==> src/logic/dla_pkg.sv <==
package dla_pkg;

    //////////////////////////////////////////////////
    // datapath sizes
    //////////////////////////////////////////////////
    localparam int TN            = 4;   // mac lanes
    localparam int TAPS          = 8;   // elements per bus word
    localparam int FEATURE_WIDTH = 8;
    localparam int KERNEL_WIDTH  = 8;
    localparam int BUS_WIDTH     = 64;
    localparam int ADDR_WIDTH    = 16;
    localparam int ACC_WIDTH     = 32;
    localparam int RESULT_WIDTH  = 16;  // saturated lane output

    // instruction queue, one fetch credit per entry
    localparam int IFIFO_DEPTH = 4;
    localparam int IFIFO_AW    = $clog2(IFIFO_DEPTH);
    localparam int IFIFO_CW    = $clog2(IFIFO_DEPTH + 1);

    // output credits held after reset
    localparam int RESULT_CREDITS = 2;
    localparam int RESULT_CW      = $clog2(RESULT_CREDITS + 1);

    //////////////////////////////////////////////////
    // instruction word layout
    //////////////////////////////////////////////////
    localparam int OPC_LSB     = 60;    // [63:60]
    localparam int OPC_WIDTH   = 4;
    localparam int CNT_LSB     = 52;    // [59:52]
    localparam int CNT_WIDTH   = 8;
    localparam int SRC_LSB     = 36;    // [51:36], ADDR_WIDTH wide
    localparam int SHIFT_LSB   = 0;     // [3:0]
    localparam int SHIFT_WIDTH = 4;

    typedef enum logic [OPC_WIDTH-1:0] {
        OP_LOAD_WEIGHT = 4'h1,
        OP_COMPUTE     = 4'h2,
        OP_END         = 4'hf
    } opcode_e;                         // anything else is a no-op

    typedef enum logic [2:0] {
        IDLE, POP, DECODE, LOAD_W, STREAM, DRAIN_WAIT, SCALE, HALT
    } seq_state_e;

endpackage

==> src/logic/result_drain.sv <==
`timescale 1ns/1ps

module result_drain import dla_pkg::*; (
    input  logic                       clk,
    input  logic                       i_reset,
    input  logic [TN*RESULT_WIDTH-1:0] i_lane_results,
    input  logic [TN-1:0]              i_lane_valid,
    output logic [TN*RESULT_WIDTH-1:0] o_scaled_feature,
    output logic                       o_result_valid,
    input  logic                       i_credit_return,   // one credit per pulse
    output logic                       o_slot_free
);

    logic                 full;             // holding register occupied
    logic                 capture;
    logic [RESULT_CW-1:0] credits;

    assign capture     = &i_lane_valid;
    assign o_slot_free = ~full;

    always_ff @(posedge clk) begin
        if (capture) o_scaled_feature <= i_lane_results;
    end

    always_ff @(posedge clk) begin
        if (i_reset) begin
            full           <= 1'b0;
            o_result_valid <= 1'b0;
            credits        <= RESULT_CW'(RESULT_CREDITS);
        end else begin
            o_result_valid <= 1'b0;
            if (capture) begin
                full <= 1'b1;
            end else if (full && credits != '0) begin
                o_result_valid <= 1'b1;     // vector leaves, slot frees
                full           <= 1'b0;
            end
            // credit spent in the valid cycle itself
            credits <= credits - RESULT_CW'(o_result_valid) + RESULT_CW'(i_credit_return);
        end
    end

    a_valid_credit : assert property (@(posedge clk) disable iff (i_reset)
        o_result_valid |-> credits != '0)
        else $error("result sent without an output credit");

    a_credit_max : assert property (@(posedge clk) disable iff (i_reset)
        credits <= RESULT_CW'(RESULT_CREDITS))
        else $error("more output credits returned than issued");

endmodule

==> config.mk <==
export PLATFORM = sky130hd
export DESIGN_NAME = result_drain
export DESIGN_NICKNAME = d
export VERILOG_FILES = /design/src/logic/dla_pkg.sv /design/src/logic/result_drain.sv
export SDC_FILE = /design/constraint.sdc
export NUM_CORES = 1
export LEC_CHECK = 0
export CAP_MARGIN = 20
export CELL_PAD_IN_SITES_DETAIL_PLACEMENT = 0
export CELL_PAD_IN_SITES_GLOBAL_PLACEMENT = 1
export CORE_AREA = 5 5 90 92
export CTS_CLUSTER_SIZE = 12
export DETAILED_ROUTE_END_ITERATION = 10
export DIE_AREA = 0 0 95 97
export DONT_BUFFER_PORTS = 1
export MAX_ROUTING_LAYER = met4
export PLACE_DENSITY_LB_ADDON = 0.1
export SYNTH_ARGS = -nofsm -noshare
export SYNTH_HDL_FRONTEND = slang
export SYNTH_SLANG_ARGS = --single-unit
export TNS_END_PERCENT = 30
==> constraint.sdc <==
create_clock -name clk -period 3.59 [get_ports clk]
set_input_delay 0.359 -clock clk [delete_from_list [all_inputs] [get_ports clk]]
set_output_delay 0.359 -clock clk [all_outputs]
set_load 0.05 [all_outputs]
==> insert_results.sql <==
INSERT INTO impl_metrics (metric_group, metric, value, unit) VALUES
('outcome', 'run_status', 'complete, no violations', ''),
('global_route', 'grt_pass1_wl', '5230', 'um'),
('critical_path', 'cp_cell_sequence', 'ha_1, inv_1, ha_1, xnor3_1, nand2b_1', ''),
('synthesis', 'ff_latch_count_synth', '68', ''),
('timing', 'final.min_clock_period', '1490', 'ps'),
('critical_path', 'crit_path_max_fanout', '2', ''),
('clock_tree', 'cts.htree.levels', '3', ''),
('critical_path', 'class_of_the_most_critical_setup_path', 'register to register', ''),
('pwr', 'ir_drop', '0.203', 'mV'),
('die', 'io_pins', '137', ''),
('global_route', 'global_route.usage.total', '8.71', '%'),
('synthesis', 'yosys.cell_types.count', '12', ''),
('synthesis', 'postSynthNetCount', '154', ''),
('clock_tree', 'num_clock_sinks', '68', ''),
('clock_tree', 'number_of_setup_buffers_added_after_cts', '0', ''),
('global_route', 'antenna_found_initial', '0', ''),
('timing', 'final-hold-violation-count', '0', ''),
('synthesis', 'yosys_warnings', '0', ''),
('detailed_routing', 'drcViolationCount', '0', ''),
('cells_and_area', 'finalNetCount', '165', ''),
('critical_path', 'rr_startpoint', 'o_result_valid', ''),
('synthesis', 'synth_ff_type', 'sky130_fd_sc_hd__edfxtp_1', ''),
('timing', 'slew_violations', '0', ''),
('min_path', 'min-delay-path-class', 'input port to register', ''),
('die', 'die_height', '97', 'um'),
('pwr', 'power-per-cell-area', '647', 'mW/mm^2'),
('cells_and_area', 'diodes', '0', ''),
('die', 'rows', '31', ''),
('detailed_routing', 'initial_detailed_routing_violation_count', '13', ''),
('cells_and_area', 'instances_no_fill', '195', ''),
('clock_tree', 'cts_tree', 'yes', ''),
('timing', 'max_slew.worst_pin.slew', '815', 'ps'),
('timing', 'fin_tns_setup', '0', 'ps'),
('cells_and_area', 'layout.filler_cells', '685', ''),
('detailed_routing', 'first_pass_iters', '4', ''),
('run', 'cap_viol_max_count', '0', ''),
('synthesis', 'synth-async-reset-ratio', '0', '%'),
('global_route', 'grt.overflow.total', '0', ''),
('detailed_routing', 'vias_per_cell', '4.11', ''),
('global_route', 'grt_max_degree', '67', ''),
('timing', 'holdWs', '101', 'ps'),
('timing', 'worst_clock_skew', '0.509', 'ps'),
('clock_tree', 'cts.clk_slew.worst_paths', '60', 'ps'),
('critical_path', 'worst_path_largest_cell_delay', '650', 'ps'),
('critical_path', 'path_common_cell', 'sky130_fd_sc_hd__ha_1', ''),
('clock_tree', 'clock_path_buffers', '2', ''),
('placement', 'gp_congestion', '0.593', ''),
('synthesis', 'synthCells', '81', ''),
('placement', 'placed_cell_area', '0.00224', 'mm^2'),
('timing', 'rsz_0062_raised_after_global_routing', 'false', ''),
('clock_tree', 'cts-root-buf', 'sky130_fd_sc_hd__clkbuf_8', ''),
('cells_and_area', 'final_core_utilization', '33.7', '%'),
('synthesis', 'synth_top_area_cell', 'sky130_fd_sc_hd__edfxtp_1', ''),
('critical_path', 'critical_path.endpoint', 'credits[1]', ''),
('detailed_routing', 'detail-route-antenna-nets', '0', ''),
('global_route', 'grt_pass1_vias', '876', ''),
('critical_path', 'timing.reg2reg.setup_slack', '2100', 'ps'),
('detailed_routing', 'avgRoutedWirePerCell', '20.7', 'um'),
('critical_path', 'reg2reg_to', 'credits[1]', ''),
('critical_path', 'cpMaxStageDelayCell', 'sky130_fd_sc_hd__dfxtp_1', ''),
('die', 'area_of_the_core_region', '0.00714', 'mm^2'),
('timing', 'min_period_over_period', '41.6', '%'),
('critical_path', 'critical_path_arrival', '1760', 'ps'),
('timing', 'setup_slack', '2100', 'ps'),
('synthesis', 'synth_seq_area_share', '94.8', '%'),
('timing', 'finalSetupViolCount', '0', ''),
('die', 'die_span_in_x', '95', 'um'),
('die', 'die_area', '0.00922', 'mm^2'),
('clock_tree', 'clk-insertion-delay-late', '320', 'ps'),
('cells_and_area', 'area_delta_synth_final', '14.0', '%'),
('timing', 'achievable-frequency', '669', 'MHz');
## cell type report
| class | instances | area, um^2 | area share (%) |
|---|---|---|---|
| Inverter | 3 | 11.3 | 0.468 |
| Sequential cell | 68 | 2000 | 83.1 |
| Clock buffer | 11 | 131 | 5.45 |
| Clock inverter | 4 | 41.3 | 1.71 |
| Multi-Input combinational cell | 10 | 98.8 | 4.10 |
| Tap cell | 99 | 124 | 5.14 |
## worst min path at each step
stage | start | end | slack [ps] | cells past startpoint
6_report | i_reset | credits[0] | 100 | 1
3_5_place_dp | i_reset | credits[0] | 430 | 1
4_1_cts | i_reset | credits[0] | 80 | 1
5_1_grt | i_reset | credits[0] | 70 | 1
2_1_floorplan | i_reset | credits[0] | 430 | 1
3_3_place_gp | i_reset | credits[0] | 430 | 1
## power by group
part	internal, mW	total (mW)	switching, mW
Combinational	0.00652	0.0169	0.0104
Clock	0.310	0.556	0.245
Sequential	0.898	0.986	0.0882
## registers in the layout, summed over array words and instances (netlist names)
name,cells
o_result_valid,1
o_scaled_feature,64
full,1
credits,2
## logic make-up after synthesis
kind of cell | share of synthesized area [%]
compound gates | 0.474
xor+xnor | 1.07
fa+ha+maj | 1.18
buf+inv | 0.533
flops | 94.8
simple gates | 1.96
## critical path: cells and delay by family, from the launching register on
| kind | cells | cell delay [ps] |
|---|---|---|
| simple gates | 1 | 80 |
| fa+ha+maj | 2 | 460 |
| xor+xnor | 1 | 200 |
| buf+inv | 1 | 60 |
| flops | 1 | 650 |
## cells in the final DEF (no fill, tap or decap)
master                      instances
sky130_fd_sc_hd__nand2b_1           1
sky130_fd_sc_hd__nor2b_1            1
sky130_fd_sc_hd__nor4_1             1
sky130_fd_sc_hd__nor2_1             1
sky130_fd_sc_hd__dfxtp_1            4
sky130_fd_sc_hd__ha_1               2
sky130_fd_sc_hd__bufinv_16          1
sky130_fd_sc_hd__and4_4             1
sky130_fd_sc_hd__nor3b_1            1
sky130_fd_sc_hd__edfxtp_1          64
sky130_fd_sc_hd__clkbuf_8           9
sky130_fd_sc_hd__clkinv_1           3
sky130_fd_sc_hd__clkbuf_1           2
sky130_fd_sc_hd__o21ba_2            1
sky130_fd_sc_hd__inv_1              3
sky130_fd_sc_hd__xnor3_1            1
## metal layers
metal  vias to the layer above  GRT usage [%]  share of wire, %
met2                        86           13.9                51
met5                         -              -                 0
met4                         0           4.33               1.6
met1                       369           7.52                34
met3                         7           6.21                13
li1                        339              -                 -
(Power assumes the default switching activity.)
