## src/logic/dla_pkg.sv

```systemverilog
package dla_pkg;

    //////////////////////////////////////////////////
    // datapath sizes
    //////////////////////////////////////////////////
    localparam int TN            = 4;   // mac lanes
    localparam int TAPS          = 8;   // elements per bus word
    localparam int FEATURE_WIDTH = 8;
    localparam int KERNEL_WIDTH  = 8;
    localparam int BUS_WIDTH     = 64;
    localparam int ADDR_WIDTH    = 16;
    localparam int ACC_WIDTH     = 32;
    localparam int RESULT_WIDTH  = 16;  // saturated lane output

    // instruction queue, one fetch credit per entry
    localparam int IFIFO_DEPTH = 4;
    localparam int IFIFO_AW    = $clog2(IFIFO_DEPTH);
    localparam int IFIFO_CW    = $clog2(IFIFO_DEPTH + 1);

    // output credits held after reset
    localparam int RESULT_CREDITS = 2;
    localparam int RESULT_CW      = $clog2(RESULT_CREDITS + 1);

    //////////////////////////////////////////////////
    // instruction word layout
    //////////////////////////////////////////////////
    localparam int OPC_LSB     = 60;    // [63:60]
    localparam int OPC_WIDTH   = 4;
    localparam int CNT_LSB     = 52;    // [59:52]
    localparam int CNT_WIDTH   = 8;
    localparam int SRC_LSB     = 36;    // [51:36], ADDR_WIDTH wide
    localparam int SHIFT_LSB   = 0;     // [3:0]
    localparam int SHIFT_WIDTH = 4;

    typedef enum logic [OPC_WIDTH-1:0] {
        OP_LOAD_WEIGHT = 4'h1,
        OP_COMPUTE     = 4'h2,
        OP_END         = 4'hf
    } opcode_e;                         // anything else is a no-op

    typedef enum logic [2:0] {
        IDLE, POP, DECODE, LOAD_W, STREAM, DRAIN_WAIT, SCALE, HALT
    } seq_state_e;

endpackage

```

## src/logic/instr_fetch.sv

```systemverilog
`timescale 1ns/1ps

module instr_fetch import dla_pkg::*; (
    input  logic                  clk,
    input  logic                  i_reset,
    input  logic                  i_start,        // acc enable pulse
    input  logic                  i_stop,         // end opcode decoded
    input  logic                  i_pop,
    input  logic [BUS_WIDTH-1:0]  i_instr,
    output logic [ADDR_WIDTH-1:0] o_instr_addr,
    output logic                  o_instr_rd_en,
    output logic [BUS_WIDTH-1:0]  o_instr_head,
    output logic                  o_instr_valid
);

    logic                 running;
    logic                 issue;
    logic                 push;                   // memory word lands this cycle
    logic [IFIFO_CW-1:0]  credits;
    logic [IFIFO_CW-1:0]  level;
    logic [IFIFO_AW-1:0]  wr_ptr;
    logic [IFIFO_AW-1:0]  rd_ptr;
    logic [BUS_WIDTH-1:0] queue [IFIFO_DEPTH];

    // a read needs a free slot counting the ones still in flight
    assign issue = (running | i_start) & ~i_stop & (credits != '0);

    //////////////////////////////////////////////////
    // fetch address and credits
    //////////////////////////////////////////////////
    always_ff @(posedge clk) begin
        if (i_reset) begin
            running       <= 1'b0;
            credits       <= IFIFO_CW'(IFIFO_DEPTH);
            o_instr_rd_en <= 1'b0;
            o_instr_addr  <= '0;
            push          <= 1'b0;
        end else begin
            if (i_stop) begin
                running <= 1'b0;
            end else if (i_start) begin
                running <= 1'b1;
            end
            o_instr_rd_en <= issue;
            push          <= o_instr_rd_en;     // one cycle read latency
            if (o_instr_rd_en) begin
                o_instr_addr <= o_instr_addr + 1'b1;
            end
            credits <= credits - IFIFO_CW'(issue) + IFIFO_CW'(i_pop);
        end
    end

    //////////////////////////////////////////////////
    // circular queue
    //////////////////////////////////////////////////
    always_ff @(posedge clk) begin
        if (i_reset) begin
            wr_ptr <= '0;
            rd_ptr <= '0;
            level  <= '0;
        end else begin
            if (push) wr_ptr <= wr_ptr + 1'b1;
            if (i_pop) rd_ptr <= rd_ptr + 1'b1;
            level <= level + IFIFO_CW'(push) - IFIFO_CW'(i_pop);
        end
    end

    always_ff @(posedge clk) begin
        if (push) queue[wr_ptr] <= i_instr;
    end

    assign o_instr_head  = queue[rd_ptr];   // pointer is registered, pop shows next cycle
    assign o_instr_valid = (level != '0);

    a_credit_max : assert property (@(posedge clk) disable iff (i_reset)
        credits <= IFIFO_CW'(IFIFO_DEPTH))
        else $error("fetch credits above queue depth");

    a_no_overflow : assert property (@(posedge clk) disable iff (i_reset)
        push |-> level < IFIFO_CW'(IFIFO_DEPTH))
        else $error("instruction queue written while full");

endmodule

```

## config.mk

```make
export PLATFORM = sky130hd
export DESIGN_NAME = instr_fetch
export DESIGN_NICKNAME = d
export VERILOG_FILES = /design/src/logic/dla_pkg.sv /design/src/logic/instr_fetch.sv
export SDC_FILE = /design/constraint.sdc
export NUM_CORES = 1
export LEC_CHECK = 0
export CORE_AREA = 2 2 195 197
export DETAILED_ROUTE_END_ITERATION = 16
export DIE_AREA = 0 0 197 199
export DONT_BUFFER_PORTS = 1
export GPL_TIMING_DRIVEN = 0
export HOLD_SLACK_MARGIN = 0.15
export PLACE_DENSITY = 0.43
export SETUP_SLACK_MARGIN = 0.3
export SLEW_MARGIN = 25
export SYNTH_ARGS = -nofsm -noshare
export SYNTH_HDL_FRONTEND = slang
export SYNTH_SLANG_ARGS = --single-unit
```

## constraint.sdc

```tcl
create_clock -name clk -period 5.2 [get_ports clk]
set_input_delay 0 -clock clk [delete_from_list [all_inputs] [get_ports clk]]
set_output_delay 0 -clock clk [all_outputs]
set_load 0.005 [all_outputs]
```

==> impl_summary.txt <==
----------------------------------------------------
[Min path]
  Hold/Removal Path Class ... input port to flip-flop

[Global route]
  First-pass GRT wire length ... 33.0 mm
  Via count of the first global-routing pass ... 5545
  Number of antenna violations at the first check in global routing ... 1
  Pin count of the biggest net entering global routing ... 39
  Congestion Overflow GR ... 0
  Global routing usage summed across all routing layers ... 11.2%

[Worst setup path]
  Setup slack, reg-to-reg ... 3.30 ns
  Highest fanout seen on the critical path ... 10
  Launching element type of the critical path ... flip-flop
  Worst reg2reg path depth ... 8
  Kind of end point of the critical path ... primary output
  Capture instance of the worst register-to-register path ... credits[2]
  Critical Path End ... o_instr_head[9]
  Critical path type ... flip-flop to primary output
  Data required time at the worst endpoint ... 5.20 ns
  R2R Path Start ... credits[1]
  Critical Path AT ... 2.25 ns

[STA]
  Final worst slack ... 2.95 ns
  Hold slack final ... 0.167 ns
  Final period util ... 43.2%
  Worst slew margin ... 51.6%
  Total setup violations reported at the end of the flow ... 0
  Final hold violation count ... 0
  Number of max-slew violations in the final report ... 0
  Total negative slack for setup checks ... 0 ns
  Setup Skew ... 0.0161 ns
  Maximum operating frequency ... 0.445 GHz
  Actual transition at the worst max-transition pin ... 0.726 ns
  Post-route minimum period ... 2.25 ns
  RSZ-0062 raised after global routing ... no

[Clock tree]
  Hold Buf Count CTS ... 109
  Num CTS Buffers ... 31
  Clock tree root buffer cell ... clkbuf_16
  Number of H-tree branching levels ... 1
  Clock net sink count ... 287
  Buffer depth of the longest clock path ... 3
  Clock tree from TritonCTS ... yes
  Register clock-pin slew on the reported worst setup and hold paths ... 0.06 ns
  Clock Latency Late Sink ... 0.56 ns
  Post-CTS repair timing setup buffer count ... 0
  Number of resized instances in the post-cts repair step ... 0

[Logic synthesis]
  Multiplexer share of the synthesized area ... 13.7%
  Number of distinct library cell variants in the gate-level netlist after synthesis ... 31
  Post-synthesis compound-gate area fraction ... 0.621%
  Synthesis Warnings ... 0
  Number of cells produced by synthesis ... 491
  Mean instance size in the synthesized netlist ... 21.8 sq um
  Yosys reg bits ... 287
  Post-Syn Area ... 10700 sq um
  Synthesized Nets ... 571
  Basic-gate share of the synthesized area counting and, or, nand and nor cells ... 3.49%
  Register area share after synthesis ... 77.8%
  Main combinational cell family by area after synthesis ... multiplexers
  Post-synthesis share of cell area spent on full adders, half adders and majority gates ... 1.43%
  Fraction of synthesized cell area in xor and xnor cells ... 1.39%

[Floorplanning]
  Core Box Area ... 37100 sq um
  Number of standard-cell rows in the floorplan ... 71
  Number of placed I/O pins ... 151
  Die height ... 199 um
  Die Span X ... 197 um
  Area enclosed by the die boundary ... 39200 sq um
  Starting density of the core ... 28.8%

[Final layout]
  Layout net count ... 718
  Commonest cells after routing, fill and taps aside ... edfxtp_1 (256), dlygate4sd3_1 (110), mux4_2 (64)
  Share of post-route cells with drive strength above 1 ... 21.1%
  Layout-stage area growth over the synthesis result ... 26.3%
  Most common library cell in the layout ignoring fill and taps ... edfxtp_1
  Filler Cells Inserted ... 3458

[Routing]
  Final wirelength ... 22.0 mm
  DRC ... 0
  WL/cell ... 19.4 um
  Detail Route Antenna Nets ... 0
  Drt first-iter violations ... 214
  Iteration count of the initial detailed-routing pass ... 4
  Routed via count ... 5108
  Detailed-route vias per instance ... 4.49

[Placement]
  Dpl ws ... 3.30 ns
  Port buffer count ... 0
  Final HPWL DP ... 13.5 mm
  Placer congestion estimate ... 0.698

[Power and ir drop]
  Static power due to leakage ... 4.31 nW
  Power density over cell area ... 376 nW/um^2
  Worst vdd rail ir drop ... 0.203 mV

[Outcome]
  Result of the run ... completed

[Flow run]
  MaxCap Viol Count ... 0

----------------------------------------------------
[cells in the mapped netlist, drive strengths merged]
master	n	area [sq um]
edfxtp	256	7690
mux4	64	1440
dfxtp	31	621
nor2	24	90.1
buf	16	104
inv	14	52.6
xnor2	13	114
ha	9	113
nand3	8	45.0
nor3	8	51.3
nand2	6	22.5
a21oi	5	25.0
and2	4	25.0
clkbuf	4	15.0
nand4	4	40.0
nor2b	4	25.0
xor2	4	35.0
or3	3	18.8
a21o	2	15.0
fa	2	40.0
mux2i	2	20.0
nand2b	2	12.5
nor4	2	42.5
o21ai	2	10.0
a31o	1	8.76
o21bai	1	7.51
[flip-flops by register name (all words and copies together), names as in the netlist, named ones only]
name and flops:
credits 3, level 3, o_instr_addr 16, o_instr_rd_en 1, push 1, queue 256, rd_ptr 2, running 1
wr_ptr 2
[where the power goes]
| group | switching, mW | total (mW) | internal (mW) |
|---|---|---|---|
| Clock | 0.878 | 2.12 | 1.24 |
| Combinational | 0.189 | 0.388 | 0.199 |
| Sequential | 0.0194 | 2.57 | 2.55 |
[worst min path at each step]
stage | startpoint | depth (start not counted) | end | slack (ns)
final | i_stop | 6 | credits[1] | 0.17
after global routing | i_instr[63] | 1 | queue[2][63] | 0.16
after CTS | i_instr[8] | 1 | queue[0][8] | 0.15
after detailed placement | i_instr[50] | 0 | queue[1][50] | 0.1
after global placement | i_instr[50] | 0 | queue[1][50] | 0.1
after floorplan | i_instr[0] | 0 | queue[0][0] | 0.1
[final cells by class]
| class | instances | area, sq um | area share, % |
|---|---|---|---|
| clock inverter | 21 | 195 | 1.45 |
| buffer | 20 | 119 | 0.881 |
| sequential | 287 | 8310 | 61.6 |
| timing repair buffer | 114 | 1210 | 8.98 |
| inverter | 14 | 52.6 | 0.390 |
| tap | 474 | 593 | 4.40 |
| multi-input combinational | 170 | 2210 | 16.4 |
| antenna | 1 | 2.50 | 0.0186 |
| clock buffer | 36 | 795 | 5.89 |
[kinds of logic after synthesis]
kind of cell | count (synthesis)
fa+ha+maj | 11
flops | 287
mux | 66
simple gates | 65
buf+inv | 34
compound gates | 11
xor+xnor | 17
[per-stage QoR]
stage / cell area (sq um) / total power, mW / utilization (%) / std cells
global placement: 11300 / 2.92 / 30.4 / 965
CTS: 13500 / 5.16 / 36.3 / 1135
detailed placement: 11400 / 2.93 / 30.7 / 969
global route: 13500 / 5.29 / 36.3 / 1136
floorplan: 10700 / 2.85 / - / 491
finish: 13500 / 5.08 / 36.3 / 1137
[critical path, stage by stage (launching register included)]
cell and delay, ns:
dfxtp_1 0.30, clkbuf_1 0.55, buf_2 0.41, mux4_2 0.42
[routing by layer]
metal,wire [um],vias up,track usage [%]
li1,-,2284,-
met1,9000,2665,13.3
met2,11000,135,19.4
met3,1730,24,3.98
met4,312,0,2.70
met5,0,-,0
Note: power is estimated with default switching activity, not from simulation.
