File: config.mk
export PLATFORM = sky130hd
export DESIGN_NAME = mac_lane_flat
export DESIGN_NICKNAME = d
export VERILOG_FILES = /design/src/logic/dla_pkg.sv /design/src/logic/lane_bus_if.sv /design/src/logic/mac_lane.sv /design/src/flat_wrapper.sv
export SDC_FILE = /design/constraint.sdc
export NUM_CORES = 2
export LEC_CHECK = 0
export BUFFER_PORTS_ARGS = -buffer_cell sky130_fd_sc_hd__buf_4
export CAP_MARGIN = 20
export CORE_MARGIN = 1
export CORE_UTILIZATION = 55
export DETAILED_ROUTE_END_ITERATION = 16
export GPL_ROUTABILITY_DRIVEN = 0
export PLACE_DENSITY = 0.73
export SKIP_CTS_REPAIR_TIMING = 1
export SYNTH_ARGS = -nofsm -noshare
export SYNTH_HDL_FRONTEND = slang
export SYNTH_SLANG_ARGS = --single-unit
File: constraint.sdc
create_clock -name clk -period 20.5 [get_ports clk]
set_input_delay 2.05 -clock clk [delete_from_list [all_inputs] [get_ports clk]]
set_output_delay 2.05 -clock clk [all_outputs]
set_load 0.02 [all_outputs]
File: src/logic/dla_pkg.sv
package dla_pkg;

    //////////////////////////////////////////////////
    // datapath sizes
    //////////////////////////////////////////////////
    localparam int TN            = 4;   // mac lanes
    localparam int TAPS          = 8;   // elements per bus word
    localparam int FEATURE_WIDTH = 8;
    localparam int KERNEL_WIDTH  = 8;
    localparam int BUS_WIDTH     = 64;
    localparam int ADDR_WIDTH    = 16;
    localparam int ACC_WIDTH     = 32;
    localparam int RESULT_WIDTH  = 16;  // saturated lane output

    // instruction queue, one fetch credit per entry
    localparam int IFIFO_DEPTH = 4;
    localparam int IFIFO_AW    = $clog2(IFIFO_DEPTH);
    localparam int IFIFO_CW    = $clog2(IFIFO_DEPTH + 1);

    // output credits held after reset
    localparam int RESULT_CREDITS = 2;
    localparam int RESULT_CW      = $clog2(RESULT_CREDITS + 1);

    //////////////////////////////////////////////////
    // instruction word layout
    //////////////////////////////////////////////////
    localparam int OPC_LSB     = 60;    // [63:60]
    localparam int OPC_WIDTH   = 4;
    localparam int CNT_LSB     = 52;    // [59:52]
    localparam int CNT_WIDTH   = 8;
    localparam int SRC_LSB     = 36;    // [51:36], ADDR_WIDTH wide
    localparam int SHIFT_LSB   = 0;     // [3:0]
    localparam int SHIFT_WIDTH = 4;

    typedef enum logic [OPC_WIDTH-1:0] {
        OP_LOAD_WEIGHT = 4'h1,
        OP_COMPUTE     = 4'h2,
        OP_END         = 4'hf
    } opcode_e;                         // anything else is a no-op

    typedef enum logic [2:0] {
        IDLE, POP, DECODE, LOAD_W, STREAM, DRAIN_WAIT, SCALE, HALT
    } seq_state_e;

endpackage

File: src/logic/lane_bus_if.sv
`timescale 1ns/1ps

// sequencer to mac lane broadcast
interface lane_bus_if import dla_pkg::*; ();

    logic [BUS_WIDTH-1:0]   feature_word;   // straight from the feature port
    logic                   feature_valid;
    logic                   acc_clear;      // start of a compute job
    logic [BUS_WIDTH-1:0]   weight_word;
    logic [TN-1:0]          weight_load;    // one-hot, bit k writes lane k
    logic                   scale_strobe;
    logic [SHIFT_WIDTH-1:0] shift;          // arithmetic right shift amount

    modport seq (
        output feature_word,
        output feature_valid,
        output acc_clear,
        output weight_word,
        output weight_load,
        output scale_strobe,
        output shift
    );

    modport lane (
        input feature_word,
        input feature_valid,
        input acc_clear,
        input weight_word,
        input weight_load,
        input scale_strobe,
        input shift
    );

endinterface

File: src/logic/mac_lane.sv
`timescale 1ns/1ps

module mac_lane import dla_pkg::*; #(
    parameter int LANE_INDEX = 0            // picks the weight_load bit
) (
    input  logic                    clk,
    input  logic                    i_reset,
    lane_bus_if.lane                bus,
    output logic [RESULT_WIDTH-1:0] o_result,
    output logic                    o_result_valid
);

    logic signed [KERNEL_WIDTH-1:0] weight [TAPS];
    logic signed [ACC_WIDTH-1:0]    acc;
    logic signed [ACC_WIDTH-1:0]    dot;
    logic signed [ACC_WIDTH-1:0]    scaled;
    logic                           fits;

    always_ff @(posedge clk) begin
        if (bus.weight_load[LANE_INDEX]) begin
            for (int t = 0; t < TAPS; t++) begin
                weight[t] <= bus.weight_word[t*KERNEL_WIDTH +: KERNEL_WIDTH];
            end
        end
    end

    // signed dot product of one feature word with the lane weights
    always_comb begin
        dot = '0;
        for (int t = 0; t < TAPS; t++) begin
            dot = dot + ACC_WIDTH'(
                signed'(bus.feature_word[t*FEATURE_WIDTH +: FEATURE_WIDTH]) * weight[t]);
        end
    end

    assign scaled = acc >>> bus.shift;
    // fits in 16 bits when the upper bits are all sign copies
    assign fits = (&scaled[ACC_WIDTH-1:RESULT_WIDTH-1]) |
                  ~(|scaled[ACC_WIDTH-1:RESULT_WIDTH-1]);

    always_ff @(posedge clk) begin
        if (i_reset) begin
            acc            <= '0;
            o_result_valid <= 1'b0;
        end else begin
            o_result_valid <= bus.scale_strobe;
            if (bus.acc_clear) begin
                acc <= '0;
            end else if (bus.feature_valid) begin
                acc <= acc + dot;
            end
        end
    end

    always_ff @(posedge clk) begin
        if (bus.scale_strobe) begin
            o_result <= fits ? scaled[RESULT_WIDTH-1:0]
                             : {scaled[ACC_WIDTH-1], {(RESULT_WIDTH-1){~scaled[ACC_WIDTH-1]}}};
        end
    end

endmodule

File: src/flat_wrapper.sv
// flat-port wrapper written by rule: the top's interface ports become plain ports
module mac_lane_flat import dla_pkg::*;
#(
    parameter int LANE_INDEX = 0                                        
)
  (clk, i_reset, o_result, o_result_valid, bus_feature_word, bus_feature_valid, bus_acc_clear, bus_weight_word, bus_weight_load, bus_scale_strobe, bus_shift);
  lane_bus_if bus_i ();
  input  logic clk;
  input  logic i_reset;
  output logic [RESULT_WIDTH-1:0] o_result;
  output logic o_result_valid;
  input wire logic [$bits(bus_i.feature_word)-1:0] bus_feature_word;
  input wire logic [$bits(bus_i.feature_valid)-1:0] bus_feature_valid;
  input wire logic [$bits(bus_i.acc_clear)-1:0] bus_acc_clear;
  input wire logic [$bits(bus_i.weight_word)-1:0] bus_weight_word;
  input wire logic [$bits(bus_i.weight_load)-1:0] bus_weight_load;
  input wire logic [$bits(bus_i.scale_strobe)-1:0] bus_scale_strobe;
  input wire logic [$bits(bus_i.shift)-1:0] bus_shift;
  assign bus_i.feature_word = bus_feature_word;
  assign bus_i.feature_valid = bus_feature_valid;
  assign bus_i.acc_clear = bus_acc_clear;
  assign bus_i.weight_word = bus_weight_word;
  assign bus_i.weight_load = bus_weight_load;
  assign bus_i.scale_strobe = bus_scale_strobe;
  assign bus_i.shift = bus_shift;
  mac_lane #(.LANE_INDEX(LANE_INDEX)) u_core (.clk(clk), .i_reset(i_reset), .bus(bus_i), .o_result(o_result), .o_result_valid(o_result_valid));
endmodule
==> results.sh <==
export IMPL_yosys_cell_count_top_type="inv_1"
export IMPL_synth_cell_types=68
export IMPL_layout_cells_non_filler=4066
export IMPL_htree_levels=4
export IMPL_required_ps=20890
export IMPL_ios=158
export IMPL_crit_fanout=10
export IMPL_hp_class="flop to flop"
export IMPL_drive_gt1_share_pct=6.855
export IMPL_grt_pass1_vias=22540
export IMPL_synth_seq_cells=113
export IMPL_cp_arrival_ps=11310
export IMPL_fin_ws_ps=9580
export IMPL_die_width_um=236.6
export IMPL_rsz0062_at_grt="false"
export IMPL_cts_buffers=17
export IMPL_cp_slowest_cell="fa_1"
export IMPL_clk_latency_ps=510
export IMPL_clkTransAtPathRegs_ps=70
export IMPL_wl_per_cell_um=15.76
export IMPL_ys_async_sr_fraction_pct=0
export IMPL_r2r_setup_slack_ps=10680
export IMPL_worst_slew_pin_slew_ps=1066
export IMPL_placed_cells=4034
export IMPL_die_h_um=236.6
export IMPL_dieArea_mm2=0.05596
export IMPL_syn_area_mm2=0.03026
export IMPL_via_per_inst=5.210
export IMPL_finalSetupViolCount=0
export IMPL_hp_start="u_core.acc[12]"
export IMPL_synth_area_top_cells="fa_1, ha_1, inv_1"
export IMPL_crit_type="input port to flop"
export IMPL_clockBufferDepth=2
export IMPL_ant_nets=0
export IMPL_wl_mm=64.07
export IMPL_critPathLaunch="bus_feature_word[45]"
export IMPL_diodes=0
export IMPL_initial_core_util_pct=55.90
export IMPL_clock_skew_ps=20.64
export IMPL_reg2reg_from="u_core.weight[1][10]"
export IMPL_cts_sinks=113
export IMPL_yosys_warnings=0
export IMPL_drc=0
export IMPL_dr_first_iter_drc_count=848
export IMPL_finalHoldViolations=0
export IMPL_area_growth_pct=8.030
export IMPL_synthFlopType="edfxtp_1"
export IMPL_mappedNetlistNets=4224
export IMPL_drv_cap=0
export IMPL_maxSlewViolCount=0
export IMPL_ff2ff_path_depth=33
export IMPL_cts_tree="yes"
export IMPL_port_buffers=154
export IMPL_synth_edf_count=80
export IMPL_grt_first_pass_wirelength_mm=111.1
export IMPL_grt_usage_pct=25.08
export IMPL_vias=21180
export IMPL_period_minus_slack_ps=10920
export IMPL_avgSynthCellArea_um2=9.404
export IMPL_critPathMaxStageDelay_ps=850
export IMPL_synth_largest_area_cell="fa_1"
export IMPL_cts_root_buffer="clkbuf_16"
export IMPL_setup_worst_path_end="u_core.acc[29]"
export IMPL_core_area_mm2=0.05413
export IMPL_rr_endpoint="u_core.acc[29]"
export IMPL_place_hpwl_mm=55.44
export IMPL_synthCells=3218
export IMPL_yosysSeqAreaShare_pct=10.12
export IMPL_end_kind="flop"
export IMPL_nets=4363
export IMPL_netlist_area_leader_share_pct=39.56
export IMPL_max_slew_margin_pct=28.01
export IMPL_finalCritPeriodShare_pct=53.27
export IMPL_max_freq_mhz=91.58
export IMPL_antenna_found_initial=0
export IMPL_grt_max_degree=65
export IMPL_drt_pass1_iterations=5
export IMPL_gr_total_overflow=0
export IMPL_yosys_top_cells_count="inv_1, fa_1, and2_1"
export IMPL_status="completed"
export IMPL_worstSetupStartpointType="input port"
export IMPL_setup_tns_ps=0
export IMPL_rows=85
export IMPL_pre_cts_slack_ps=9227
-- placed cells by master (no fill, tap or decap), types with 26 or more instances in the layout --
cell type | synthesis | final
buf_4 | 2 | 157
xnor2_1 | 135 | 133
o21ai_0 | 60 | 60
xor2_1 | 26 | 26
mux2i_1 | 51 | 51
ha_1 | 267 | 267
nand2_1 | 191 | 191
nor2b_1 | 34 | 34
edfxtp_1 | 80 | 80
dfxtp_1 | 33 | 33
a21o_1 | 37 | 37
nor3_1 | 29 | 29
fa_1 | 598 | 598
inv_1 | 865 | 865
o21bai_1 | 31 | 31
and2_1 | 321 | 321
nor2_1 | 92 | 92
a21oi_1 | 119 | 119
-- how the worst min path moves through the flow --
stage / end / depth (start not counted)
floorplan: u_core.acc[12] / 2
global placement: u_core.acc[12] / 2
detailed placement: u_core.acc[12] / 2
CTS: u_core.acc[12] / 2
global route: u_core.acc[12] / 2
finish: u_core.acc[12] / 2
-- metrics by stage --
step                area, um^2  hold WS (ps)  util [%]
floorplan                30260         453.8         -
global placement         32140         473.3     59.36
detailed placement       32140         473.2     59.36
CTS                      32690         483.4     60.39
global route             32690         516.6     60.39
finish                   32690         484.1     60.39
-- state kept, by name (all words and copies together) (netlist names) --
name,flops
u_core.weight,64
u_core.o_result,16
u_core.o_result_valid,1
u_core.acc,32
-- cells by family (layout without fill, tap and decap cells) --
| logic type | count (synthesis) | after routing | share of synthesized area, % |
|---|---|---|---|
| AO/OA/AOI/OAI | 352 | 352 | 7.508 |
| flip-flops | 113 | 113 | 10.12 |
| XOR/XNOR | 161 | 161 | 4.660 |
| multiplexers | 77 | 77 | 2.778 |
| buffers and inverters | 904 | 1056 | 11.38 |
| AND/OR/NAND/NOR | 746 | 746 | 12.95 |
| adder cells (fa/ha/maj) | 865 | 865 | 50.60 |
-- metal layers --
layer	GRT usage (%)	vias to the layer above	share of wire [%]
met5	0	-	0
met4	8.107	0	2.5
met3	2.891	76	3.1
met2	44.10	370	51
met1	32.23	10640	43
li1	-	10090	-
-- worst max-delay path, delay by kind of cell --
kind | cells | cell delay [ps]
compound gates | 13 | 2710
xor+xnor | 2 | 640
fa+ha+maj | 10 | 5140
buf+inv | 8 | 600
simple gates | 1 | 160
-- area by class of cell --
| class | count | area, um^2 |
|---|---|---|
| Clock buffer | 19 | 454.2 |
| Clock inverter | 13 | 101.3 |
| Fill cell | 4643 | 21440 |
| Inverter | 867 | 3254 |
| Multi-Input combinational cell | 2201 | 23770 |
| Sequential cell | 113 | 3063 |
| Tap cell | 696 | 870.8 |
| Timing Repair Buffer | 157 | 1179 |
Power is left out: the tool's default activity adds up to more than one toggle a clock period on the data nets, which glitch-free logic cannot reach.
