<file path="src/logic/dla_pkg.sv">
package dla_pkg;

    //////////////////////////////////////////////////
    // datapath sizes
    //////////////////////////////////////////////////
    localparam int TN            = 4;   // mac lanes
    localparam int TAPS          = 8;   // elements per bus word
    localparam int FEATURE_WIDTH = 8;
    localparam int KERNEL_WIDTH  = 8;
    localparam int BUS_WIDTH     = 64;
    localparam int ADDR_WIDTH    = 16;
    localparam int ACC_WIDTH     = 32;
    localparam int RESULT_WIDTH  = 16;  // saturated lane output

    // instruction queue, one fetch credit per entry
    localparam int IFIFO_DEPTH = 4;
    localparam int IFIFO_AW    = $clog2(IFIFO_DEPTH);
    localparam int IFIFO_CW    = $clog2(IFIFO_DEPTH + 1);

    // output credits held after reset
    localparam int RESULT_CREDITS = 2;
    localparam int RESULT_CW      = $clog2(RESULT_CREDITS + 1);

    //////////////////////////////////////////////////
    // instruction word layout
    //////////////////////////////////////////////////
    localparam int OPC_LSB     = 60;    // [63:60]
    localparam int OPC_WIDTH   = 4;
    localparam int CNT_LSB     = 52;    // [59:52]
    localparam int CNT_WIDTH   = 8;
    localparam int SRC_LSB     = 36;    // [51:36], ADDR_WIDTH wide
    localparam int SHIFT_LSB   = 0;     // [3:0]
    localparam int SHIFT_WIDTH = 4;

    typedef enum logic [OPC_WIDTH-1:0] {
        OP_LOAD_WEIGHT = 4'h1,
        OP_COMPUTE     = 4'h2,
        OP_END         = 4'hf
    } opcode_e;                         // anything else is a no-op

    typedef enum logic [2:0] {
        IDLE, POP, DECODE, LOAD_W, STREAM, DRAIN_WAIT, SCALE, HALT
    } seq_state_e;

endpackage

</file>
<file path="src/logic/lane_bus_if.sv">
`timescale 1ns/1ps

// sequencer to mac lane broadcast
interface lane_bus_if import dla_pkg::*; ();

    logic [BUS_WIDTH-1:0]   feature_word;   // straight from the feature port
    logic                   feature_valid;
    logic                   acc_clear;      // start of a compute job
    logic [BUS_WIDTH-1:0]   weight_word;
    logic [TN-1:0]          weight_load;    // one-hot, bit k writes lane k
    logic                   scale_strobe;
    logic [SHIFT_WIDTH-1:0] shift;          // arithmetic right shift amount

    modport seq (
        output feature_word,
        output feature_valid,
        output acc_clear,
        output weight_word,
        output weight_load,
        output scale_strobe,
        output shift
    );

    modport lane (
        input feature_word,
        input feature_valid,
        input acc_clear,
        input weight_word,
        input weight_load,
        input scale_strobe,
        input shift
    );

endinterface

</file>
<file path="src/logic/clp_sequencer.sv">
`timescale 1ns/1ps

module clp_sequencer import dla_pkg::*; (
    input  logic                  clk,
    input  logic                  i_reset,
    input  logic [BUS_WIDTH-1:0]  i_instr_head,
    input  logic                  i_instr_valid,
    output logic                  o_pop,
    output logic                  o_stop,
    output logic [ADDR_WIDTH-1:0] o_feature_addr,
    output logic                  o_feature_rd_en,
    input  logic [BUS_WIDTH-1:0]  i_feature_data,
    output logic [ADDR_WIDTH-1:0] o_w_addr,
    output logic                  o_w_rd_en,
    input  logic [BUS_WIDTH-1:0]  i_w_data,
    lane_bus_if.seq               bus,
    input  logic                  i_slot_free,    // drain can take a vector
    output logic                  o_done
);

    seq_state_e            state;
    opcode_e               opcode;
    logic [BUS_WIDTH-1:0]  instr_q;
    logic [CNT_WIDTH-1:0]  count;
    logic [CNT_WIDTH-1:0]  cnt;                    // reads issued so far
    logic [ADDR_WIDTH-1:0] rd_addr;
    logic [TN-1:0]         w_sel;                  // lane of the weight read in flight

    assign opcode = opcode_e'(instr_q[OPC_LSB +: OPC_WIDTH]);
    assign count  = instr_q[CNT_LSB +: CNT_WIDTH];
    assign o_pop  = (state == POP);

    // both memories share the running address
    assign o_feature_addr = rd_addr;
    assign o_w_addr       = rd_addr;

    // returning words go to the lanes as they are, strobes below mark them
    assign bus.feature_word = i_feature_data;
    assign bus.weight_word  = i_w_data;

    always_ff @(posedge clk) begin
        if (state == POP) instr_q <= i_instr_head;
    end

    //////////////////////////////////////////////////
    // control FSM
    //////////////////////////////////////////////////
    always_ff @(posedge clk) begin
        if (i_reset) begin
            state             <= IDLE;
            cnt               <= '0;
            rd_addr           <= '0;
            w_sel             <= '0;
            o_feature_rd_en   <= 1'b0;
            o_w_rd_en         <= 1'b0;
            o_stop            <= 1'b0;
            o_done            <= 1'b0;
            bus.feature_valid <= 1'b0;
            bus.acc_clear     <= 1'b0;
            bus.weight_load   <= '0;
            bus.scale_strobe  <= 1'b0;
            bus.shift         <= '0;
        end else begin
            o_feature_rd_en  <= 1'b0;           // single cycle strobes
            o_w_rd_en        <= 1'b0;
            o_stop           <= 1'b0;
            bus.acc_clear    <= 1'b0;
            bus.scale_strobe <= 1'b0;
            // read valid flags, data is on the port one cycle after the enable
            bus.feature_valid <= o_feature_rd_en;
            bus.weight_load   <= o_w_rd_en ? w_sel : '0;
            if (o_feature_rd_en | o_w_rd_en) begin
                rd_addr <= rd_addr + 1'b1;
            end

            case (state)
                IDLE: begin
                    if (i_instr_valid) state <= POP;
                end
                POP: state <= DECODE;
                DECODE: begin
                    cnt     <= '0;
                    rd_addr <= instr_q[SRC_LSB +: ADDR_WIDTH];
                    case (opcode)
                        OP_LOAD_WEIGHT: state <= LOAD_W;
                        OP_COMPUTE: begin
                            bus.acc_clear <= 1'b1;
                            bus.shift     <= instr_q[SHIFT_LSB +: SHIFT_WIDTH];
                            state         <= STREAM;
                        end
                        OP_END: begin
                            o_stop <= 1'b1;         // no more prefetch
                            state  <= HALT;
                        end
                        default: state <= IDLE;     // unknown opcode, skip it
                    endcase
                end
                LOAD_W: begin
                    if (cnt == CNT_WIDTH'(TN)) begin
                        state <= IDLE;
                    end else begin
                        o_w_rd_en <= 1'b1;
                        w_sel     <= TN'(1) << cnt;   // word k -> lane k
                        cnt       <= cnt + 1'b1;
                    end
                end
                STREAM: begin
                    if (cnt == count) begin
                        state <= DRAIN_WAIT;
                    end else begin
                        o_feature_rd_en <= 1'b1;
                        cnt             <= cnt + 1'b1;
                    end
                end
                DRAIN_WAIT: begin
                    // last word accumulated and drain empty
                    if (!o_feature_rd_en && !bus.feature_valid && i_slot_free) begin
                        bus.scale_strobe <= 1'b1;
                        state            <= SCALE;
                    end
                end
                SCALE: state <= IDLE;
                HALT: begin
                    if (i_slot_free) o_done <= 1'b1;    // last vector has left
                end
                default: state <= IDLE;
            endcase
        end
    end

    a_strobe_slot : assert property (@(posedge clk) disable iff (i_reset)
        $rose(bus.scale_strobe) |-> i_slot_free)
        else $error("scale strobe while result drain is occupied");

endmodule

</file>
<file path="src/flat_wrapper.sv">
// flat-port wrapper written by rule: the top's interface ports become plain ports
module clp_sequencer_flat import dla_pkg::*;
  (clk, i_reset, i_instr_head, i_instr_valid, o_pop, o_stop, o_feature_addr, o_feature_rd_en, i_feature_data, o_w_addr, o_w_rd_en, i_w_data, i_slot_free, o_done, bus_feature_word, bus_feature_valid, bus_acc_clear, bus_weight_word, bus_weight_load, bus_scale_strobe, bus_shift);
  lane_bus_if bus_i ();
  input  logic clk;
  input  logic i_reset;
  input  logic [BUS_WIDTH-1:0] i_instr_head;
  input  logic i_instr_valid;
  output logic o_pop;
  output logic o_stop;
  output logic [ADDR_WIDTH-1:0] o_feature_addr;
  output logic o_feature_rd_en;
  input  logic [BUS_WIDTH-1:0] i_feature_data;
  output logic [ADDR_WIDTH-1:0] o_w_addr;
  output logic o_w_rd_en;
  input  logic [BUS_WIDTH-1:0] i_w_data;
  input  logic i_slot_free;
  output logic o_done;
  output wire logic [$bits(bus_i.feature_word)-1:0] bus_feature_word;
  output wire logic [$bits(bus_i.feature_valid)-1:0] bus_feature_valid;
  output wire logic [$bits(bus_i.acc_clear)-1:0] bus_acc_clear;
  output wire logic [$bits(bus_i.weight_word)-1:0] bus_weight_word;
  output wire logic [$bits(bus_i.weight_load)-1:0] bus_weight_load;
  output wire logic [$bits(bus_i.scale_strobe)-1:0] bus_scale_strobe;
  output wire logic [$bits(bus_i.shift)-1:0] bus_shift;
  assign bus_feature_word = bus_i.feature_word;
  assign bus_feature_valid = bus_i.feature_valid;
  assign bus_acc_clear = bus_i.acc_clear;
  assign bus_weight_word = bus_i.weight_word;
  assign bus_weight_load = bus_i.weight_load;
  assign bus_scale_strobe = bus_i.scale_strobe;
  assign bus_shift = bus_i.shift;
  clp_sequencer u_core (.clk(clk), .i_reset(i_reset), .i_instr_head(i_instr_head), .i_instr_valid(i_instr_valid), .o_pop(o_pop), .o_stop(o_stop), .o_feature_addr(o_feature_addr), .o_feature_rd_en(o_feature_rd_en), .i_feature_data(i_feature_data), .o_w_addr(o_w_addr), .o_w_rd_en(o_w_rd_en), .i_w_data(i_w_data), .bus(bus_i), .i_slot_free(i_slot_free), .o_done(o_done));
endmodule
</file>
<file path="config.mk">
export PLATFORM = sky130hd
export DESIGN_NAME = clp_sequencer_flat
export DESIGN_NICKNAME = d
export VERILOG_FILES = /design/src/logic/dla_pkg.sv /design/src/logic/lane_bus_if.sv /design/src/logic/clp_sequencer.sv /design/src/flat_wrapper.sv
export SDC_FILE = /design/constraint.sdc
export NUM_CORES = 1
export LEC_CHECK = 0
export ABC_CLOCK_PERIOD_IN_PS = 3700
export BUFFER_PORTS_ARGS = -buffer_cell sky130_fd_sc_hd__clkbuf_2
export CORE_AREA = 2 2 143 145
export CTS_BUF_LIST = sky130_fd_sc_hd__clkbuf_8
export DETAILED_ROUTE_END_ITERATION = 6
export DIE_AREA = 0 0 145 147
export MAX_ROUTING_LAYER = met4
export PLACE_DENSITY = 0.52
export SKIP_LAST_GASP = 1
export SLEW_MARGIN = 20
export SYNTH_ARGS = -nofsm -noshare
export SYNTH_HDL_FRONTEND = slang
export SYNTH_SLANG_ARGS = --single-unit
export TNS_END_PERCENT = 50
</file>
<file path="constraint.sdc">
create_clock -name clk -period 3.7 [get_ports clk]
set_input_delay 0.74 -clock clk [delete_from_list [all_inputs] [get_ports clk]]
set_output_delay 0.74 -clock clk [all_outputs]
set_load 0.02 [all_outputs]
</file>
==> flow_summary.yaml, run 1 <==
pwr:
  intPower_uw: 1360
  powerDensity_nw_per_um2: 437
  p_clk_share_pct: 38.3
  switching_share_pct: 24.3
  peakVddDrop_uv: 247
  p_leak_uw: 0.00156
  power_frac_comb_pct: 8.2
  p_switching_uw: 438
  pwr-share-seq_pct: 53.5
critical_path:
  cp_slowest_stage_delay_ns: 0.54
  crit_slowest_cell: "dfxtp_1"
  start_kind: "register"
  crit_required_ns: 2.96
  crit_arrival_ns: 1.89
  crit_chain: "nand2_1 -> nor2_4 -> buf_4 -> clkbuf_2"
  crit_type: "reg -> out"
  r2r_slack_ns: 1.52
  startpoint: "u_core.state[0]"
  critPathMaxFanout: 33
  end_kind: "output pin"
  reg2reg_from: "u_core.cnt[0]"
synthesis:
  syn_nets: 630
  syn_area_um2: 4310
  synth_flop_cell: "dfxtp_1"
  yosys_warnings: 0
  synth_cells: 431
  synthArstFlopShare_pct: 0
  synth_seq_cells: 78
  synth_cell_types: 53
  avgSynthCellArea_um2: 10.0
  synth_seq_area_share_pct: 43.7
  synth-edff-count: 32
timing:
  period_needed_ns: 2.63
  final.setup.tns_ns: 0
  slew_headroom_pct: 30.3
  fin_worst_skew_ns: 0.00945
  fmax_ghz: 0.381
  final.period_utilization_pct: 71.0
  report.final.slew_viol_count: 0
  finalSetupViolations: 0
  grt_setup_unrepaired: "no"
  worst_slew_pin_slew_ns: 1.05
  fin_ws_ns: 1.07
  finalHoldViolCount: 0
route:
  via_count: 2691
  wl_per_cell_um: 24.2
  drc_errors: 0
  routed_wl_mm: 15.6
  antenna_left: 0
  drtIter0Drc: 146
  viasPerCell: 4.17
  drt_pass1_iterations: 4
cts:
  path_clk_slew_ns: 0.08
  max-clock-path-buffers: 2
  h-tree-depth: 3
  insertion_delay_ns: 0.36
  post-cts-setup-buffers: 0
  cts_buffers: 9
  cts.sinks: 78
  cts_hold_buf: 0
  ctsResizeCount: 0
  cts_tree: "yes"
  clock-root-buffer: "clkbuf_8"
placed_design:
  portBuffers: 83
  place_hpwl_mm: 13.3
  dp_slack_ns: 1.34
  postPlaceCellArea_um2: 3920
  globalplace.congestion: 0.876
grt:
  grt_pass1_wl_mm: 21.2
  antenna_found_initial: 0
  grtUsageTotal_pct: 14.6
  overflow: 0
  grt_pass1_vias: 2553
  grt_max_degree: 42
die:
  core-area_um2: 19800
  start_util_pct: 21.7
  ioPinCount: 372
  die_area_um2: 21300
  fp.dieW_um: 145
  num_rows: 52
  die_y_um: 147
outcome:
  status: "finished clean"
finish:
  nNetsFinal: 569
  syn2layout_area_growth_pct: -4.24
  design_area_um2: 4130
  diodes: 0
  drive_gt1_share_pct: 28.5
job:
  drv_cap: 0
hold_path:
  min_from: "u_core.w_sel[3]"
  min_path_type: "reg -> reg"
## stage by stage
step                hold slack, ns  utilization [%]  std cells  power (uW)
global route                 0.481             20.8        645        1890
floorplan                    0.425                -        431        1290
finish                       0.459             20.8        645        1800
global placement             0.443             19.7        629        1130
detailed placement           0.450             19.7        629        1130
CTS                          0.462             20.8        645        1830
## cell usage after synthesis (2+ instances only)
cell type / instances / area [um2]
a21o_1: 2 / 15.0
buf_2: 2 / 10.0
o21ai_1: 2 / 10.0
dfxtp_1: 46 / 921
nor3_1: 7 / 35.0
and2_1: 5 / 31.3
xnor2_1: 10 / 87.6
o22ai_1: 4 / 25.0
clkbuf_8: 2 / 27.5
a21oi_1: 10 / 50.1
o211ai_1: 4 / 30.0
nor2b_1: 5 / 31.3
edfxtp_1: 32 / 961
mux2i_1: 4 / 40.0
nand3_1: 8 / 40.0
ha_1: 3 / 37.5
a211oi_1: 14 / 105
nand3b_1: 2 / 15.0
nand4_1: 2 / 12.5
nand2_1: 15 / 56.3
or3_1: 3 / 18.8
a22oi_1: 4 / 30.0
and3_1: 7 / 43.8
nor2_1: 36 / 135
clkbuf_1: 6 / 22.5
xor2_1: 13 / 114
o41ai_1: 2 / 17.5
o21ai_0: 2 / 10.0
a41oi_1: 2 / 17.5
buf_6: 2 / 22.5
nor3_2: 2 / 20.0
buf_4: 144 / 1080
a31oi_1: 2 / 12.5
inv_1: 8 / 30.0
## cells in the final DEF, fill, tap and decap left out, types with 4 or more instances in the layout
master,Yosys,routed
inv_1,8,8
clkbuf_8,2,9
a22oi_1,4,4
and2_1,5,5
nand3_1,8,8
edfxtp_1,32,32
a21oi_1,10,10
nor2_1,36,35
o22ai_1,4,4
dfxtp_1,46,46
a211oi_1,14,14
nor2b_1,5,5
xor2_1,13,13
clkbuf_2,0,83
and3_1,7,7
nand2_1,15,15
mux2i_1,4,4
o211ai_1,4,4
xnor2_1,10,10
nor3_1,7,7
## registers in the layout, summed over array words and instances (netlist names)
register	flops
u_core.o_feature_addr	16
u_core.o_w_rd_en	1
u_core.o_done	1
u_core.state	3
u_core.bus.shift	4
u_core.w_sel	4
u_core.instr_q	32
u_core.bus.feature_valid	1
u_core.bus.weight_load	4
u_core.bus.scale_strobe	1
u_core.o_stop	1
u_core.cnt	8
u_core.bus.acc_clear	1
u_core.o_feature_rd_en	1
## power groups by stage
stage	registers (uW)	clock network (uW)	logic (uW)
5_1_grt	970	753	162
2_1_floorplan	990	0	301
6_report	964	690	148
3_5_place_dp	984	0	150
3_3_place_gp	983	0	148
4_1_cts	964	713	151
## layer usage
metal,GRT usage [%],wire length (um)
met5,-,0
met3,18.4,4450
met4,3.91,138
met1,9.62,3590
met2,23.0,7390
## path summary, 6_finish.rpt
path,endpoint,cells after the start
hold / removal,u_core.w_sel[3],2
setup / recovery,o_pop,4
setup reg to reg,u_core.cnt[7],7
hold reg to reg,u_core.w_sel[3],2
## area by class of cell
type                       instances  area, um2
sequential                        78       1880
tap                              270        338
multi-input combinational        189       1240
timing repair buffer              84        423
inverter                           8       30.0
clock buffer                       9        124
fill                            2186      15700
clock inverter                     7       88.8
## cell families (layout without fill, tap and decap cells)
group                      after synthesis  count (layout)  synth area share (%)
AOI/OAI and AO/OA                       55              55                  9.17
adders and majority gates                3               3                 0.871
and+or+nand+nor                        104             104                  13.0
buffers and inverters                  164             108                  27.7
muxes                                    4               4                 0.929
xor gates and xnor gates                23              23                  4.67
DFF                                     78              78                  43.7
## critical path, delay by kind of cell (launching register included)
family / cells / cell delay [ns]
flip-flops: 1 / 0.54
AND/OR/NAND/NOR: 2 / 0.32
buffers and inverters: 2 / 0.64
Note: power is estimated with default switching activity, not from simulation.
==> inputs of run 2 (changes only) <==
- ABC_CLOCK_PERIOD_IN_PS: 3700 -> 2160
- CORE_AREA: 2 2 143 145 -> 2 2 146 148
- DIE_AREA: 0 0 145 147 -> 0 0 148 150
- clock period: 3.7 -> 2.16 ns (I/O delays scaled with it)
==> flow_summary.yaml, run 2 (synthesis results as in run 1) <==
outcome:
  status: "finished clean"
finish:
  layout_commonest_cell: "clkbuf_2"
  final_cell_mix: "clkbuf_2, dfxtp_1, nor2_1, edfxtp_1, nand2_1"
  largest_reg_flops: 32
  diodes: 0
  largest_register: "u_core.instr_q"
  num-fill-cells: 2309
  syn2layout_area_growth_pct: -3.43
  fin_cells: 658
  design_area_um2: 4160
  drive_gt1_share_pct: 30.5
  nNetsFinal: 577
timing:
  grt_setup_unrepaired: "no"
  finalHoldViolCount: 0
  worst_slew_pin_slew_ns: 0.525
  period_needed_ns: 2.01
  report.final.slew_viol_count: 0
  fin_worst_skew_ns: 0.00887
  final.setup.tns_ns: 0
  finalSetupViolations: 0
  hold_ws_ns: 0.243
  fmax_ghz: 0.497
  slew_headroom_pct: 64.7
  final.period_utilization_pct: 93.1
placed_design:
  portBuffers: 83
  postPlaceCellArea_um2: 3980
  placedCellCount: 642
  place_hpwl_mm: 13.3
  globalplace.congestion: 0.825
cts:
  cts_tree: "yes"
  insertion_delay_ns: 0.36
  cts_hold_buf: 0
  path_clk_slew_ns: 0.09
  max-clock-path-buffers: 2
  cts.sinks: 78
  ctsResizeCount: 0
  post-cts-setup-buffers: 0
  h-tree-depth: 3
  clock-root-buffer: "clkbuf_8"
  cts_buffers: 9
grt:
  grtUsageTotal_pct: 13.5
  grt_pass1_wl_mm: 20.5
  antenna_found_initial: 0
  grt_pass1_vias: 2622
  overflow: 0
  grt_max_degree: 32
route:
  drc_errors: 0
  drtIter0Drc: 176
  route.met3.wl_mm: 4.11
  met1_length_mm: 3.55
  routed_wl_mm: 15.3
  wl_per_cell_um: 23.3
  wl_met2_mm: 7.50
  drt_pass1_iterations: 4
  viasPerCell: 4.16
  via_count: 2734
  antenna_left: 0
  dr.max_layer_used: "met4"
critical_path:
  end_kind: "register"
  crit_family: "compound AO/OA/AOI/OAI gates"
  crit_required_ns: 2.40
  critPathMaxFanout: 6
  path_buf_inv: 1
  crit_arrival_ns: 2.25
  crit_type: "reg -> reg"
  start_kind: "register"
  crit_slowest_cell: "dfxtp_1"
  cp_slowest_stage_delay_ns: 0.46
  crit_chain: "inv_1 -> ha_1 -> and4bb_1 -> a311oi_2 -> nor2_1 -> a22oi_1 -> o22ai_1"
die:
  die_y_um: 150
  core-area_um2: 20700
  ioPinCount: 372
  start_util_pct: 20.8
  num_rows: 53
  fp.dieW_um: 148
  die_area_um2: 22200
job:
  drv_cap: 0
hold_path:
  min_path_type: "in -> reg"
pwr:
  peakVddDrop_uv: 372
  powerDensity_nw_per_um2: 704
  p_leak_uw: 0.00159
  pwr-share-seq_pct: 56.3
  p_clk_share_pct: 34.7
  finalPower_uw: 2930
  switching_share_pct: 27.2
  intPower_uw: 2130
  power_frac_comb_pct: 9.0
  p_switching_uw: 797
run 2: cell types whose count changed in the layout (fill, tap and decap cells not counted), sizes merged:
cell      before  now
clkinv         4    3
bufinv         2    0
buf            1    9
inv            8   10
clkinvlp       1    2
run 2: path summary, 6_finish.rpt:
path                          from            endpoint  slack [ns]  cells after the start
hold reg to reg    u_core.w_sel[0]     u_core.w_sel[0]        0.45                      2
setup / recovery     u_core.cnt[1]       u_core.cnt[7]        0.15                      7
setup reg to reg     u_core.cnt[1]       u_core.cnt[7]        0.15                      7
hold / removal    i_instr_head[55]  u_core.instr_q[55]        0.24                      1
run 2: area by class of cell:
type / count / area, um2 / area share [%]
sequential: 78 / 1880 / 45.2
multi-input combinational: 189 / 1240 / 29.8
timing repair buffer: 92 / 483 / 11.6
tap: 275 / 344 / 8.27
clock buffer: 9 / 124 / 2.98
clock inverter: 7 / 57.6 / 1.38
inverter: 8 / 30.0 / 0.721
run 2: routing by layer:
metal	global-route usage, %	vias to the layer above
li1	-	1233
met1	9.11	1214
met2	22.4	271
met3	15.6	16
met4	3.14	0
met5	-	-
run 2: power groups by stage:
stage / Clock (uW) / Sequential, uW / Combinational [uW]
2_1_floorplan: 0 / 1690 / 516
3_3_place_gp: 0 / 1680 / 265
3_5_place_dp: 0 / 1690 / 269
4_1_cts: 1070 / 1650 / 270
5_1_grt: 1140 / 1660 / 293
6_report: 1020 / 1650 / 265
run 2: worst reg2reg max path: cells and delay by family (launching register included):
kind,cells,cell delay (ns)
AND/OR/NAND/NOR,2,0.42
flip-flops,1,0.46
AO/OA/AOI/OAI,3,0.71
adder cells (fa/ha/maj),1,0.19
buffers and inverters,1,0.12
run 2: per-stage QoR:
stage	setup slack, ns	utilization, %
after floorplan	0.150	-
final	0.149	20.1
after detailed placement	0.175	19.2
after global routing	0.0888	20.1
after CTS	0.170	20.1
after global placement	0.247	19.2
==> inputs of run 3 (changes only) <==
--- a/config.mk
+++ b/config.mk
@@ -16,3 +16,2 @@
 export SKIP_LAST_GASP = 1
-export SLEW_MARGIN = 20
 export SYNTH_ARGS = -nofsm -noshare
==> constraint.sdc (replaced) <==
create_clock -name clk -period 2.16 [get_ports clk]
set_input_delay 0.216 -clock clk [delete_from_list [all_inputs] [get_ports clk]]
set_output_delay 0.216 -clock clk [all_outputs]
set_load 0.02 [all_outputs]
==> flow_summary.yaml, run 3 (synthesis results as in run 1) <==
outcome:
  status: "finished clean"
route:
  drc_errors: 0
  viasPerCell: 4.21
  wl_per_cell_um: 23.3
  via_count: 2773
  routed_wl_mm: 15.4
  drtIter0Drc: 150
  antenna_left: 0
  drt_pass1_iterations: 4
finish:
  layout_commonest_cell: "clkbuf_2"
  diodes: 0
  nNetsFinal: 577
  fin_util_pct: 20.2
  largest_register: "u_core.instr_q"
  syn2layout_area_growth_pct: -3.22
  largest_reg_flops: 32
  drive_gt1_share_pct: 30.3
  fin_cells: 658
  final_cell_mix: "clkbuf_2, dfxtp_1, nor2_1, edfxtp_1, nand2_1"
placed_design:
  place_hpwl_mm: 13.2
  portBuffers: 83
  globalplace.congestion: 0.831
  placedCellCount: 642
cts:
  max-clock-path-buffers: 2
  path_clk_slew_ns: 0.08
  insertion_delay_ns: 0.35
  h-tree-depth: 3
  clock-root-buffer: "clkbuf_8"
  cts_hold_buf: 0
  cts.sinks: 78
  post-cts-setup-buffers: 0
  ctsResizeCount: 0
  cts_buffers: 9
  cts_tree: "yes"
timing:
  grt_setup_unrepaired: "no"
  finalSetupViolations: 0
  fin_worst_skew_ns: 0.00994
  final.period_utilization_pct: 92.9
  period_needed_ns: 2.01
  fmax_ghz: 0.498
  worst_slew_pin_slew_ns: 0.474
  finalHoldViolCount: 0
  slew_headroom_pct: 68.0
  final.setup.tns_ns: 0
  report.final.slew_viol_count: 0
pwr:
  powerDensity_nw_per_um2: 716
  intPower_uw: 2230
  pwr-share-seq_pct: 55.2
  switching_share_pct: 25.3
  p_leak_uw: 0.00161
  peakVddDrop_uv: 340
  p_switching_uw: 755
  power_frac_comb_pct: 9.0
  p_clk_share_pct: 35.8
grt:
  grt_pass1_wl_mm: 20.2
  grt_pass1_vias: 2683
  grtUsageTotal_pct: 13.4
  antenna_found_initial: 0
  grt_max_degree: 32
  overflow: 0
critical_path:
  start_kind: "register"
  end_kind: "output pin"
  crit_type: "reg -> out"
  crit_slowest_cell: "dfxtp_1"
  cp_slowest_stage_delay_ns: 0.57
  crit_arrival_ns: 1.79
  crit_required_ns: 1.94
  critPathMaxFanout: 13
  crit_chain: "nand2_1 -> nor2_4 -> clkbuf_2"
hold_path:
  min_path_type: "in -> reg"
die:
  fp.dieW_um: 148
  num_rows: 53
  core-area_um2: 20700
  start_util_pct: 20.8
  die_area_um2: 22200
  die_y_um: 150
  ioPinCount: 372
job:
  drv_cap: 0
==> run 3: routing by layer <==
metal	track usage, %	vias up	part of all wire (%)
li1	-	1234	-
met4	6.19	0	4.0
met1	10.2	1267	27
met5	-	-	0
met2	20.5	235	45
met3	13.8	37	24
==> run 3: worst paths after layout <==
| check | startpoint | end | slack (ns) | depth (start not counted) |
|---|---|---|---|---|
| worst max-delay path | u_core.state[0] | o_pop | 0.15 | 3 |
| worst min-delay path | i_instr_head[54] | u_core.instr_q[54] | 0.03 | 1 |
| worst max register to register | u_core.cnt[1] | u_core.cnt[6] | 0.19 | 8 |
| worst min register to register | u_core.w_sel[0] | u_core.w_sel[0] | 0.46 | 2 |
==> run 3: critical path: cells and delay by family, from the launching register on <==
family	cells	cell delay, ns
buffers and inverters	1	0.25
DFF	1	0.57
and+or+nand+nor	2	0.61
==> run 3: final cells by class <==
type | instances | area [um2]
Sequential cell | 78 | 1880
Inverter | 8 | 30.0
Clock buffer | 9 | 124
Tap cell | 275 | 344
Multi-Input combinational cell | 189 | 1240
Clock inverter | 7 | 66.3
Fill cell | 2312 | 16500
Timing Repair Buffer | 92 | 483
==> run 3: through the flow <==
stage	hold WS [ns]	area [um2]	setup WS [ns]	total power, uW
after detailed placement	0.395	3980	0.269	1950
after global routing	0.00916	4170	0.0191	3130
final	0.0337	4170	0.152	2990
after global placement	0.393	3980	0.296	1950
after floorplan	0.315	4310	0.179	2210
after CTS	0.0159	4170	0.0851	3030
==> run 3: power groups by stage <==
stage,Combinational (uW),Clock [uW],Sequential (uW)
CTS,271,1110,1650
global placement,267,0,1680
global route,294,1180,1660
floorplan,516,0,1690
finish,268,1070,1650
detailed placement,270,0,1680
